<file path="src/source/i3c_cfg_pkg.sv">
// I3C target configuration package with CSR map, CCC codes and shared types
`default_nettype none

package i3c_cfg_pkg;

  localparam int unsigned TIMER_W = 20;  // Covers 1 ms at 1 GHz

  // CSR byte offsets
  localparam logic [7:0] CSR_CONTROL     = 8'h00;  // [1:0] mode, [4] xact en, [8] ibi en, [11:9] retry
  localparam logic [7:0] CSR_DEVICE_ADDR = 8'h04;  // [6:0] static, [15] valid, [22:16] dyn, [31] valid
  localparam logic [7:0] CSR_VIRT_ADDR   = 8'h08;  // Same layout as CSR_DEVICE_ADDR
  localparam logic [7:0] CSR_PID_LO      = 8'h0C;  // [15:0]
  localparam logic [7:0] CSR_PID_HI      = 8'h10;  // [30:0]
  localparam logic [7:0] CSR_DEVICE_CHAR = 8'h14;  // [7:0] dcr, [15:8] bcr
  localparam logic [7:0] CSR_T_FREE      = 8'h18;
  localparam logic [7:0] CSR_T_IDLE      = 8'h1C;
  localparam logic [7:0] CSR_T_AVAL      = 8'h20;

  localparam logic [7:0] CCC_ENTDAA    = 8'h07;
  localparam logic [7:0] CCC_SETMWL    = 8'h89;
  localparam logic [7:0] CCC_SETMRL    = 8'h8A;
  localparam logic [7:0] CCC_GETMWL    = 8'h8B;
  localparam logic [7:0] CCC_GETMRL    = 8'h8C;
  localparam logic [7:0] CCC_GETPID    = 8'h8D;
  localparam logic [7:0] CCC_GETBCR    = 8'h8E;
  localparam logic [7:0] CCC_GETDCR    = 8'h8F;
  localparam logic [7:0] CCC_GETSTATUS = 8'h90;

  localparam logic [6:0] BROADCAST_ADDR = 7'h7E;
  localparam logic [6:0] HOT_JOIN_ADDR  = 7'h02;

  localparam logic [15:0] MWL_RESET = 16'd256;
  localparam logic [15:0] MRL_RESET = 16'd256;

  typedef enum logic [1:0] {
    MODE_DISABLED     = 2'b00,
    MODE_ACM_INIT     = 2'b01,
    MODE_SCM_RUNNING  = 2'b10,
    MODE_SCM_HOT_JOIN = 2'b11
  } target_mode_e;

  typedef enum logic [2:0] {
    MATCH_NONE, MATCH_BROADCAST, MATCH_DYNAMIC, MATCH_STATIC, MATCH_VIRT_DYNAMIC, MATCH_VIRT_STATIC
  } match_kind_e;

  typedef struct packed {
    target_mode_e       mode;
    logic               target_xact_en;
    logic               ibi_en;
    logic [2:0]         ibi_retry_num;
    logic [6:0]         sta_addr;
    logic               sta_addr_valid;
    logic [6:0]         dyn_addr;
    logic               dyn_addr_valid;
    logic [6:0]         virt_sta_addr;
    logic               virt_sta_addr_valid;
    logic [6:0]         virt_dyn_addr;
    logic               virt_dyn_addr_valid;
    logic [15:0]        pid_lo;
    logic [30:0]        pid_hi;
    logic [7:0]         bcr;
    logic [7:0]         dcr;
    logic [TIMER_W-1:0] t_free;
    logic [TIMER_W-1:0] t_idle;
    logic [TIMER_W-1:0] t_aval;
  } csr_t;

  typedef struct packed {
    logic [6:0] sta_addr;
    logic       sta_valid;
    logic [6:0] dyn_addr;
    logic       dyn_valid;
    logic [6:0] virt_sta_addr;
    logic       virt_sta_valid;
    logic [6:0] virt_dyn_addr;
    logic       virt_dyn_valid;
    logic [6:0] ibi_addr;
    logic       ibi_valid;
  } addr_cfg_t;

  typedef struct packed {
    logic [47:0] pid;
    logic [7:0]  bcr;
    logic [7:0]  dcr;
    logic [15:0] mwl;
    logic [15:0] mrl;
    logic [15:0] status;  // GETSTATUS format 1 word
  } dev_id_t;

  typedef struct packed {
    logic [TIMER_W-1:0] t_free;
    logic [TIMER_W-1:0] t_idle;
    logic [TIMER_W-1:0] t_aval;
  } timing_cfg_t;

  typedef struct packed {
    logic        hit;
    match_kind_e kind;
  } match_t;

  typedef struct packed {
    logic [63:0] data;   // Left-justified, first byte in [63:56]
    logic [3:0]  count;
    logic        nack;
  } ccc_resp_t;

endpackage

`default_nettype wire

</file>
<file path="src/source/addr_matcher.sv">
// Address matcher classifying received header addresses by priority
`default_nettype none

module addr_matcher
  import i3c_cfg_pkg::*;
(
  input  wire logic       clk_i,
  input  wire logic       rst_ni,
  input  addr_cfg_t       addr_cfg_i,
  input  wire logic       hdr_valid_i,
  input  wire logic [6:0] hdr_addr_i,
  output logic            match_valid_o,
  output match_t          match_o
);

  match_t match_d;
  match_t match_q;
  logic   valid_q;

  always_comb begin
    match_d.hit  = 1'b1;
    match_d.kind = MATCH_NONE;
    if (hdr_addr_i == BROADCAST_ADDR) begin
      match_d.kind = MATCH_BROADCAST;
    end else if (addr_cfg_i.dyn_valid && hdr_addr_i == addr_cfg_i.dyn_addr) begin
      match_d.kind = MATCH_DYNAMIC;
    end else if (addr_cfg_i.sta_valid && !addr_cfg_i.dyn_valid &&
                 hdr_addr_i == addr_cfg_i.sta_addr) begin
      match_d.kind = MATCH_STATIC;  // Static only until DAA assigns one
    end else if (addr_cfg_i.virt_dyn_valid && hdr_addr_i == addr_cfg_i.virt_dyn_addr) begin
      match_d.kind = MATCH_VIRT_DYNAMIC;
    end else if (addr_cfg_i.virt_sta_valid && !addr_cfg_i.virt_dyn_valid &&
                 hdr_addr_i == addr_cfg_i.virt_sta_addr) begin
      match_d.kind = MATCH_VIRT_STATIC;
    end else begin
      match_d.hit = 1'b0;
    end
  end

  always_ff @(posedge clk_i or negedge rst_ni) begin
    if (!rst_ni) valid_q <= 1'b0;
    else valid_q <= hdr_valid_i;
  end

  always_ff @(posedge clk_i) begin
    if (hdr_valid_i) match_q <= match_d;
  end

  assign match_valid_o = valid_q;
  assign match_o       = match_q;

endmodule

`default_nettype wire

</file>
<file path="src/source/bus_idle_timer.sv">
// Bus idle timer raising bus free, idle and available levels from bus-high time
`default_nettype none

module bus_idle_timer
  import i3c_cfg_pkg::*;
(
  input  wire logic  clk_i,
  input  wire logic  rst_ni,
  input  timing_cfg_t timing_i,
  input  wire logic  bus_high_i,
  output logic       bus_free_o,
  output logic       bus_idle_o,
  output logic       bus_avail_o
);

  logic [TIMER_W-1:0] count_q;

  // Restarts on any low bus, sticks at all ones
  always_ff @(posedge clk_i or negedge rst_ni) begin
    if (!rst_ni) begin
      count_q <= '0;
    end else if (!bus_high_i) begin
      count_q <= '0;
    end else if (count_q != '1) begin
      count_q <= count_q + 1'b1;
    end
  end

  // A zero threshold disables its level
  assign bus_free_o  = (timing_i.t_free != '0) && (count_q >= timing_i.t_free);
  assign bus_idle_o  = (timing_i.t_idle != '0) && (count_q >= timing_i.t_idle);
  assign bus_avail_o = (timing_i.t_aval != '0) && (count_q >= timing_i.t_aval);

endmodule

`default_nettype wire

</file>
<file path="src/source/ccc_responder.sv">
// CCC responder answering direct GET CCCs and ENTDAA and accepting SETMWL and SETMRL
`default_nettype none

module ccc_responder
  import i3c_cfg_pkg::*;
(
  input  wire logic        clk_i,
  input  wire logic        rst_ni,
  input  dev_id_t          dev_id_i,
  input  wire logic        ccc_valid_i,
  input  wire logic [7:0]  ccc_code_i,
  input  wire logic [15:0] ccc_data_i,
  output logic             ccc_resp_valid_o,
  output ccc_resp_t        ccc_resp_o,
  output logic             set_mwl_o,
  output logic             set_mrl_o,
  output logic [15:0]      set_len_o
);

  ccc_resp_t   resp_d;
  ccc_resp_t   resp_q;
  logic        valid_q;
  logic        set_mwl_q;
  logic        set_mrl_q;
  logic [15:0] set_len_q;

  // Bytes are left-justified so the first one on the bus sits at [63:56]
  always_comb begin
    resp_d = '0;
    case (ccc_code_i)
      CCC_GETMWL:    resp_d = '{data: {dev_id_i.mwl, 48'h0}, count: 4'd2, nack: 1'b0};
      CCC_GETMRL:    resp_d = '{data: {dev_id_i.mrl, 48'h0}, count: 4'd2, nack: 1'b0};
      CCC_GETPID:    resp_d = '{data: {dev_id_i.pid, 16'h0}, count: 4'd6, nack: 1'b0};
      CCC_GETBCR:    resp_d = '{data: {dev_id_i.bcr, 56'h0}, count: 4'd1, nack: 1'b0};
      CCC_GETDCR:    resp_d = '{data: {dev_id_i.dcr, 56'h0}, count: 4'd1, nack: 1'b0};
      CCC_GETSTATUS: resp_d = '{data: {dev_id_i.status, 48'h0}, count: 4'd2, nack: 1'b0};
      CCC_ENTDAA: begin
        resp_d.data  = {dev_id_i.pid, dev_id_i.bcr, dev_id_i.dcr};  // Unique DAA response
        resp_d.count = 4'd8;
      end
      CCC_SETMWL, CCC_SETMRL: resp_d = '0;  // Accepted, nothing to return
      default: resp_d.nack = 1'b1;
    endcase
  end

  always_ff @(posedge clk_i or negedge rst_ni) begin
    if (!rst_ni) begin
      valid_q   <= 1'b0;
      set_mwl_q <= 1'b0;
      set_mrl_q <= 1'b0;
    end else begin
      valid_q   <= ccc_valid_i;
      set_mwl_q <= ccc_valid_i && (ccc_code_i == CCC_SETMWL);
      set_mrl_q <= ccc_valid_i && (ccc_code_i == CCC_SETMRL);
    end
  end

  always_ff @(posedge clk_i) begin
    if (ccc_valid_i) begin
      resp_q    <= resp_d;
      set_len_q <= ccc_data_i;
    end
  end

  assign ccc_resp_valid_o = valid_q;
  assign ccc_resp_o       = resp_q;
  assign set_mwl_o        = set_mwl_q;
  assign set_mrl_o        = set_mrl_q;
  assign set_len_o        = set_len_q;

endmodule

`default_nettype wire

</file>
<file path="src/source/csr_regfile.sv">
// CSR file holding the writable target configuration registers as one packed struct
`default_nettype none

module csr_regfile
  import i3c_cfg_pkg::*;
(
  input  wire logic        clk_i,
  input  wire logic        rst_ni,
  input  wire logic        csr_we_i,
  input  wire logic [7:0]  csr_addr_i,
  input  wire logic [31:0] csr_wdata_i,
  output csr_t             csr_o
);

  csr_t csr_q;

  always_ff @(posedge clk_i or negedge rst_ni) begin
    if (!rst_ni) begin
      csr_q <= '0;
    end else if (csr_we_i) begin
      case (csr_addr_i)
        CSR_CONTROL: begin
          csr_q.mode           <= target_mode_e'(csr_wdata_i[1:0]);
          csr_q.target_xact_en <= csr_wdata_i[4];
          csr_q.ibi_en         <= csr_wdata_i[8];
          csr_q.ibi_retry_num  <= csr_wdata_i[11:9];
        end
        CSR_DEVICE_ADDR: begin
          csr_q.sta_addr       <= csr_wdata_i[6:0];
          csr_q.sta_addr_valid <= csr_wdata_i[15];
          csr_q.dyn_addr       <= csr_wdata_i[22:16];
          csr_q.dyn_addr_valid <= csr_wdata_i[31];
        end
        CSR_VIRT_ADDR: begin
          csr_q.virt_sta_addr       <= csr_wdata_i[6:0];
          csr_q.virt_sta_addr_valid <= csr_wdata_i[15];
          csr_q.virt_dyn_addr       <= csr_wdata_i[22:16];
          csr_q.virt_dyn_addr_valid <= csr_wdata_i[31];
        end
        CSR_PID_LO: csr_q.pid_lo <= csr_wdata_i[15:0];
        CSR_PID_HI: csr_q.pid_hi <= csr_wdata_i[30:0];
        CSR_DEVICE_CHAR: begin
          csr_q.dcr <= csr_wdata_i[7:0];
          csr_q.bcr <= csr_wdata_i[15:8];
        end
        CSR_T_FREE: csr_q.t_free <= csr_wdata_i[TIMER_W-1:0];
        CSR_T_IDLE: csr_q.t_idle <= csr_wdata_i[TIMER_W-1:0];
        CSR_T_AVAL: csr_q.t_aval <= csr_wdata_i[TIMER_W-1:0];
        default: ;  // Unmapped offsets drop the write
      endcase
    end
  end

  assign csr_o = csr_q;

endmodule

`default_nettype wire

</file>
<file path="src/source/i3c_target_cfg_top.sv">
// I3C target configuration top connecting CSRs, config decode, matcher, CCC responder and timer
`default_nettype none

module i3c_target_cfg_top
  import i3c_cfg_pkg::*;
(
  input  wire logic        clk_i,
  input  wire logic        rst_ni,
  input  wire logic        csr_we_i,
  input  wire logic [7:0]  csr_addr_i,
  input  wire logic [31:0] csr_wdata_i,
  input  wire logic [5:0]  status_i,
  input  wire logic        hdr_valid_i,
  input  wire logic [6:0]  hdr_addr_i,
  input  wire logic        ccc_valid_i,
  input  wire logic [7:0]  ccc_code_i,
  input  wire logic [15:0] ccc_data_i,
  input  wire logic        bus_high_i,

  output logic             phy_en_o,
  output logic [1:0]       phy_mux_select_o,
  output logic             i3c_active_en_o,
  output logic             i3c_standby_en_o,
  output logic             ibi_enable_o,
  output logic [2:0]       ibi_retry_num_o,
  output logic [6:0]       hot_join_addr_o,
  output logic [6:0]       ibi_addr_o,
  output logic             ibi_addr_valid_o,
  output logic             match_valid_o,
  output match_t           match_o,
  output logic             ccc_resp_valid_o,
  output ccc_resp_t        ccc_resp_o,
  output logic             bus_free_o,
  output logic             bus_idle_o,
  output logic             bus_avail_o
);

  csr_t        csr;
  addr_cfg_t   addr_cfg;
  dev_id_t     dev_id;
  timing_cfg_t timing;
  logic        set_mwl;
  logic        set_mrl;
  logic [15:0] set_len;

  csr_regfile u_csr_regfile (
    .clk_i, .rst_ni, .csr_we_i, .csr_addr_i, .csr_wdata_i,
    .csr_o (csr)
  );

  target_config u_target_config (
    .clk_i, .rst_ni,
    .csr_i      (csr),
    .status_i,
    .set_mwl_i  (set_mwl),
    .set_mrl_i  (set_mrl),
    .set_len_i  (set_len),
    .addr_cfg_o (addr_cfg),
    .dev_id_o   (dev_id),
    .timing_o   (timing),
    .phy_en_o, .phy_mux_select_o, .i3c_active_en_o, .i3c_standby_en_o,
    .ibi_enable_o, .ibi_retry_num_o, .hot_join_addr_o
  );

  assign ibi_addr_o       = addr_cfg.ibi_addr;
  assign ibi_addr_valid_o = addr_cfg.ibi_valid;

  addr_matcher u_addr_matcher (
    .clk_i, .rst_ni,
    .addr_cfg_i (addr_cfg),
    .hdr_valid_i, .hdr_addr_i, .match_valid_o, .match_o
  );

  ccc_responder u_ccc_responder (
    .clk_i, .rst_ni,
    .dev_id_i  (dev_id),
    .ccc_valid_i, .ccc_code_i, .ccc_data_i, .ccc_resp_valid_o, .ccc_resp_o,
    .set_mwl_o (set_mwl),
    .set_mrl_o (set_mrl),
    .set_len_o (set_len)
  );

  bus_idle_timer u_bus_idle_timer (
    .clk_i, .rst_ni,
    .timing_i (timing),
    .bus_high_i, .bus_free_o, .bus_idle_o, .bus_avail_o
  );

endmodule

`default_nettype wire

</file>
<file path="src/source/target_config.sv">
// Target configuration block decoding CSRs into mode, address, identity, timing and IBI setup
`default_nettype none

module target_config
  import i3c_cfg_pkg::*;
(
  input  wire logic        clk_i,
  input  wire logic        rst_ni,
  input  csr_t             csr_i,
  input  wire logic [5:0]  status_i,   // [5:4] error flags, [3:0] pending interrupts
  input  wire logic        set_mwl_i,
  input  wire logic        set_mrl_i,
  input  wire logic [15:0] set_len_i,

  output addr_cfg_t        addr_cfg_o,
  output dev_id_t          dev_id_o,
  output timing_cfg_t      timing_o,
  output logic             phy_en_o,
  output logic [1:0]       phy_mux_select_o,
  output logic             i3c_active_en_o,
  output logic             i3c_standby_en_o,
  output logic             ibi_enable_o,
  output logic [2:0]       ibi_retry_num_o,
  output logic [6:0]       hot_join_addr_o
);

  logic [15:0] mwl_q;
  logic [15:0] mrl_q;
  logic        protocol_error;

  // Mode decode
  assign i3c_active_en_o  = (csr_i.mode == MODE_ACM_INIT) || (csr_i.mode == MODE_SCM_HOT_JOIN);
  assign i3c_standby_en_o = (csr_i.mode == MODE_SCM_RUNNING);

  assign phy_en_o            = 1'b1;
  assign phy_mux_select_o[0] = i3c_active_en_o | i3c_standby_en_o;
  assign phy_mux_select_o[1] = i3c_standby_en_o;  // No I2C standby in target-only build

  // Addresses
  assign addr_cfg_o.sta_addr       = csr_i.sta_addr;
  assign addr_cfg_o.sta_valid      = csr_i.sta_addr_valid;
  assign addr_cfg_o.dyn_addr       = csr_i.dyn_addr;
  assign addr_cfg_o.dyn_valid      = csr_i.dyn_addr_valid;
  assign addr_cfg_o.virt_sta_addr  = csr_i.virt_sta_addr;
  assign addr_cfg_o.virt_sta_valid = csr_i.virt_sta_addr_valid;
  assign addr_cfg_o.virt_dyn_addr  = csr_i.virt_dyn_addr;
  assign addr_cfg_o.virt_dyn_valid = csr_i.virt_dyn_addr_valid;
  assign addr_cfg_o.ibi_addr  = csr_i.dyn_addr_valid ? csr_i.dyn_addr : csr_i.sta_addr;
  assign addr_cfg_o.ibi_valid = csr_i.dyn_addr_valid | csr_i.sta_addr_valid;

  assign hot_join_addr_o = HOT_JOIN_ADDR;

  // Either error flag counts as a protocol error
  assign protocol_error = |status_i[5:4];

  // Identity and lengths
  assign dev_id_o.pid    = {csr_i.pid_hi, 1'b0, csr_i.pid_lo};
  assign dev_id_o.bcr    = csr_i.bcr;
  assign dev_id_o.dcr    = csr_i.dcr;
  assign dev_id_o.mwl    = mwl_q;
  assign dev_id_o.mrl    = mrl_q;
  assign dev_id_o.status = {8'h00, 2'b11, protocol_error, 1'b0, status_i[3:0]};

  always_ff @(posedge clk_i or negedge rst_ni) begin
    if (!rst_ni) begin
      mwl_q <= MWL_RESET;
      mrl_q <= MRL_RESET;
    end else begin
      if (set_mwl_i) mwl_q <= set_len_i;
      if (set_mrl_i) mrl_q <= set_len_i;
    end
  end

  assign timing_o.t_free = csr_i.t_free;
  assign timing_o.t_idle = csr_i.t_idle;
  assign timing_o.t_aval = csr_i.t_aval;

  // IBI only when target transactions are on
  assign ibi_enable_o    = csr_i.ibi_en & csr_i.target_xact_en;
  assign ibi_retry_num_o = csr_i.ibi_retry_num;

endmodule

`default_nettype wire

</file>
<file path="config.mk">
export PLATFORM = sky130hd
export DESIGN_NAME = i3c_target_cfg_top
export DESIGN_NICKNAME = d
export VERILOG_FILES = /design/src/source/i3c_cfg_pkg.sv /design/src/source/addr_matcher.sv /design/src/source/bus_idle_timer.sv /design/src/source/ccc_responder.sv /design/src/source/csr_regfile.sv /design/src/source/i3c_target_cfg_top.sv /design/src/source/target_config.sv
export SDC_FILE = /design/constraint.sdc
export NUM_CORES = 1
export LEC_CHECK = 0
export ABC_AREA = 1
export BUFFER_PORTS_ARGS = -buffer_cell sky130_fd_sc_hd__buf_2
export CAP_MARGIN = 20
export CELL_PAD_IN_SITES_DETAIL_PLACEMENT = 1
export CELL_PAD_IN_SITES_GLOBAL_PLACEMENT = 1
export CORE_AREA = 2 2 241 303
export CTS_CLUSTER_DIAMETER = 50
export DETAILED_ROUTE_END_ITERATION = 6
export DIE_AREA = 0 0 243 305
export PLACE_DENSITY = 0.49
export REMOVE_ABC_BUFFERS = 1
export SETUP_SLACK_MARGIN = 0.2
export SLEW_MARGIN = 20
export SYNTH_ARGS = -nofsm -noshare
export SYNTH_HDL_FRONTEND = slang
export SYNTH_HIERARCHICAL = 1
export SYNTH_SLANG_ARGS = --single-unit
</file>
<file path="constraint.sdc">
create_clock -name clk_i -period 1.5 [get_ports clk_i]
set_input_delay 0.3 -clock clk_i [delete_from_list [all_inputs] [get_ports clk_i]]
set_output_delay 0.3 -clock clk_i [all_outputs]
set_load 0.02 [all_outputs]
</file>
==> impl_metrics.json <==
{
  "grt_first_pass_wirelength_um": 94700,
  "layout.cells.non_filler": 3437,
  "fill_cells": 8518,
  "cts.path.max_buffers": 3,
  "crit_required_ps": 1200,
  "die_y_um": 305,
  "critPathLaunch": "u_bus_idle_timer/count_q[15]",
  "worstHoldStart": "bus_high_i",
  "root_buffer": "clkbuf_16",
  "timing.hold.ws_ps": 41.2,
  "min_period_ps": 2580,
  "worst_slew_margin_rel": 0.590,
  "p_comb_frac": 0.114,
  "clock_latency_ps": 590,
  "core-area_um2": 71300,
  "clkPwrFrac": 0.494,
  "layout_common_cells": "nand2_1 (774), inv_1 (242), dfrtp_1 (208)",
  "hp-class": "in -> reg",
  "htreeDepth": 2,
  "violations": "setup timing",
  "crit_path_max_fanout": 4,
  "routed_wl_um": 61100,
  "worstSetupEndpointType": "output pin",
  "post-route-period-util": 1.72,
  "powerDensity_nw_per_um2": 1040,
  "netlist_area_um2": 17700,
  "critPathArrivalTime_ps": 2280,
  "maxCapViolCount": 0,
  "setup_viol": 47,
  "port_buffers": 176,
  "async_flop_share": 0.710,
  "crit_path_start_kind": "flip-flop",
  "drive_gt1_frac": 0.256,
  "p_sw_frac": 0.270,
  "drc_errors": 0,
  "finalWeightedCongestion": 0.837,
  "dp.cells": 3294,
  "grt_start_max_net_pins": 54,
  "diodes": 0,
  "critPathKind": "reg -> out",
  "ys_seq_elements": 307,
  "yosysUniqueCellTypes": 42,
  "routedWlPerCell_um": 17.8,
  "finClkSkew_ps": 26.9,
  "grt_use_met2": 0.303,
  "synth_ff_type": "dfrtp_1",
  "dr.pass1.iters": 4,
  "final_common_cell": "nand2_1",
  "status": "finished with violations",
  "dp_hpwl_um": 45600,
  "antenna_found_initial": 0,
  "cp_num_buf_inv": 1,
  "syn_area_per_cell_um2": 7.94,
  "finalMaxSlewViolations": 0,
  "yosys_warnings": 6,
  "tightest_slew_ps": 614,
  "synth_cells": 2226,
  "start_util": 0.248,
  "dieArea_um2": 74100,
  "vias": 14600,
  "fmax_mhz": 388,
  "rows": 110,
  "sequentialPowerShare": 0.393,
  "overflow": 0,
  "synth_edf_count": 89,
  "drtIter0Drc": 581,
  "ir_drop_v": 0.000683,
  "grt_usage": 0.166,
  "rsz0062_at_grt": "true",
  "cp_slowest_stage_delay_ps": 470,
  "seq_area_frac_synth": 0.460,
  "path_cells": "ha_4, nand4_1, nor2_4, nand2_2, nor2_2, nor2_2, a21oi_2, buf_4",
  "slowest_stage": "dfrtp_2",
  "numClockSinks": 307,
  "cts_tree": "done",
  "finalHoldViolCount": 0,
  "avgViaCountPerCell": 4.24,
  "syn2layout_area_growth_pct": 30.0,
  "ant_nets": 0,
  "clk_pin_slew_ps": 50,
  "gr-usage-met3": 0.0231,
  "p_switching_mw": 6.44,
  "grt.busiest_layer": "met2",
  "grt_pass1_vias": 16000,
  "worst_slack_ps": -1080,
  "cp_top_family": "simple AND/OR/NAND/NOR gates",
  "dp_slack_ps": -647,
  "r2r_start": "u_bus_idle_timer/count_q[1]",
  "num-nets-final": 2588,
  "p_leak_nw": 11.7,
  "die_x_um": 243,
  "worst_path_most_repeated_cell": "nor2_2",
  "internal_power_mw": 17.4,
  "p_total_mw": 23.8,
  "met1_usage": 0.200,
  "io_pins": 185,
  "cts_inserted_buffers": 50
}
metal layers:
layer / up-vias / share of wire
li1: 7169 / -
met1: 7090 / 0.43
met2: 230 / 0.51
met3: 91 / 0.030
met4: 0 / 0.030
met5: - / 0
power groups by stage:
| stage | Combinational [mW] | Sequential [mW] | Clock, mW |
|---|---|---|---|
| detailed placement | 2.40 | 9.48 | 0 |
| finish | 2.71 | 9.36 | 11.8 |
| global route | 3.02 | 9.41 | 12.5 |
| CTS | 2.73 | 9.36 | 12.2 |
| global placement | 2.35 | 9.47 | 0 |
| floorplan | 1.01 | 9.50 | 0 |
cell type report:
| class | instances | area, um2 | share of cell area |
|---|---|---|---|
| Timing Repair Buffer | 403 | 3660 | 0.159 |
| Clock buffer | 61 | 1370 | 0.0594 |
| Tap cell | 952 | 1190 | 0.0519 |
| Inverter | 270 | 1030 | 0.0449 |
| Sequential cell | 307 | 8140 | 0.354 |
| Clock inverter | 32 | 333 | 0.0145 |
| Multi-Input combinational cell | 1412 | 7250 | 0.316 |
synth_stat cells (6+ instances only):
master      n  share of area
nand2_1   818           0.17
nand4_1    25         0.0089
buf_4     191          0.081
o21bai_1   48          0.020
edfxtp_1   89           0.15
a21boi_1   29          0.012
a21oi_1    21         0.0059
nor2_4      6         0.0038
inv_2      12         0.0025
nand3_1   158          0.045
nor3_1      8         0.0023
nor2_1    142          0.030
buf_6      12         0.0076
ha_1       61          0.043
clkbuf_1   13         0.0028
nand2_2    16         0.0057
nor2_2     13         0.0046
o21ai_0     8         0.0023
buf_2      35         0.0099
inv_1     253          0.054
dfrtp_1   216           0.31
final timing paths:
kind                            depth (start not counted)                     endpoint  slack [ps]
max in group asynchronous                               3     u_target_config/mwl_q[8]         620
worst min register to register                          2     u_target_config/mwl_q[8]         460
worst max register to register                         13  u_bus_idle_timer/count_q[1]        -320
min in group asynchronous                               2      u_csr_regfile/csr_o[56]         180
worst max-delay path                                    8                   bus_idle_o       -1080
worst min-delay path                                    3  u_bus_idle_timer/count_q[1]          40
worst reg2reg max path, cell delays in order (launching register included):
cell     delay [ps]
dfrtp_2         400
buf_6           110
buf_6            90
ha_4            150
nand2_4          60
nor2_4          100
inv_2            60
nor2_4          130
inv_4            70
nor2_8          100
nand3_4         160
buf_6           170
nand3_2          40
nand2_1          50
logic make-up after synthesis:
family	count (synthesis)	synth area share
simple gates	1209	0.287
fa+ha+maj	61	0.0432
flops	307	0.460
xor+xnor	3	0.00149
other cells	2	0.000425
compound gates	119	0.0464
buf+inv	525	0.161
registers in the layout, indices dropped and copies added (netlist names), 4 cells and up:
register                    cells
u_addr_matcher/match_o          4
u_bus_idle_timer/count_q       20
u_ccc_responder/ccc_resp_o     69
u_ccc_responder/set_len_o      16
u_csr_regfile/csr_o           162
u_target_config/mrl_q          16
u_target_config/mwl_q          16
per-stage QoR:
stage | utilization | setup TNS, ps | area [um2]
floorplan | - | -82710 | 15900
global placement | 0.276 | -10510 | 19700
detailed placement | 0.276 | -10850 | 19700
CTS | 0.320 | -14170 | 22800
global route | 0.322 | -15860 | 23000
finish | 0.322 | -11520 | 23000
repair_timing:
item	CTS	global route
pin swaps	46	15
gates cloned	1	0
resized for setup	300	36
hold buffers	32	0
setup buffers	13	4
endpoints found under the hold margin	134	0
setup endpoints to repair	117	118
(Power assumes the default switching activity.)
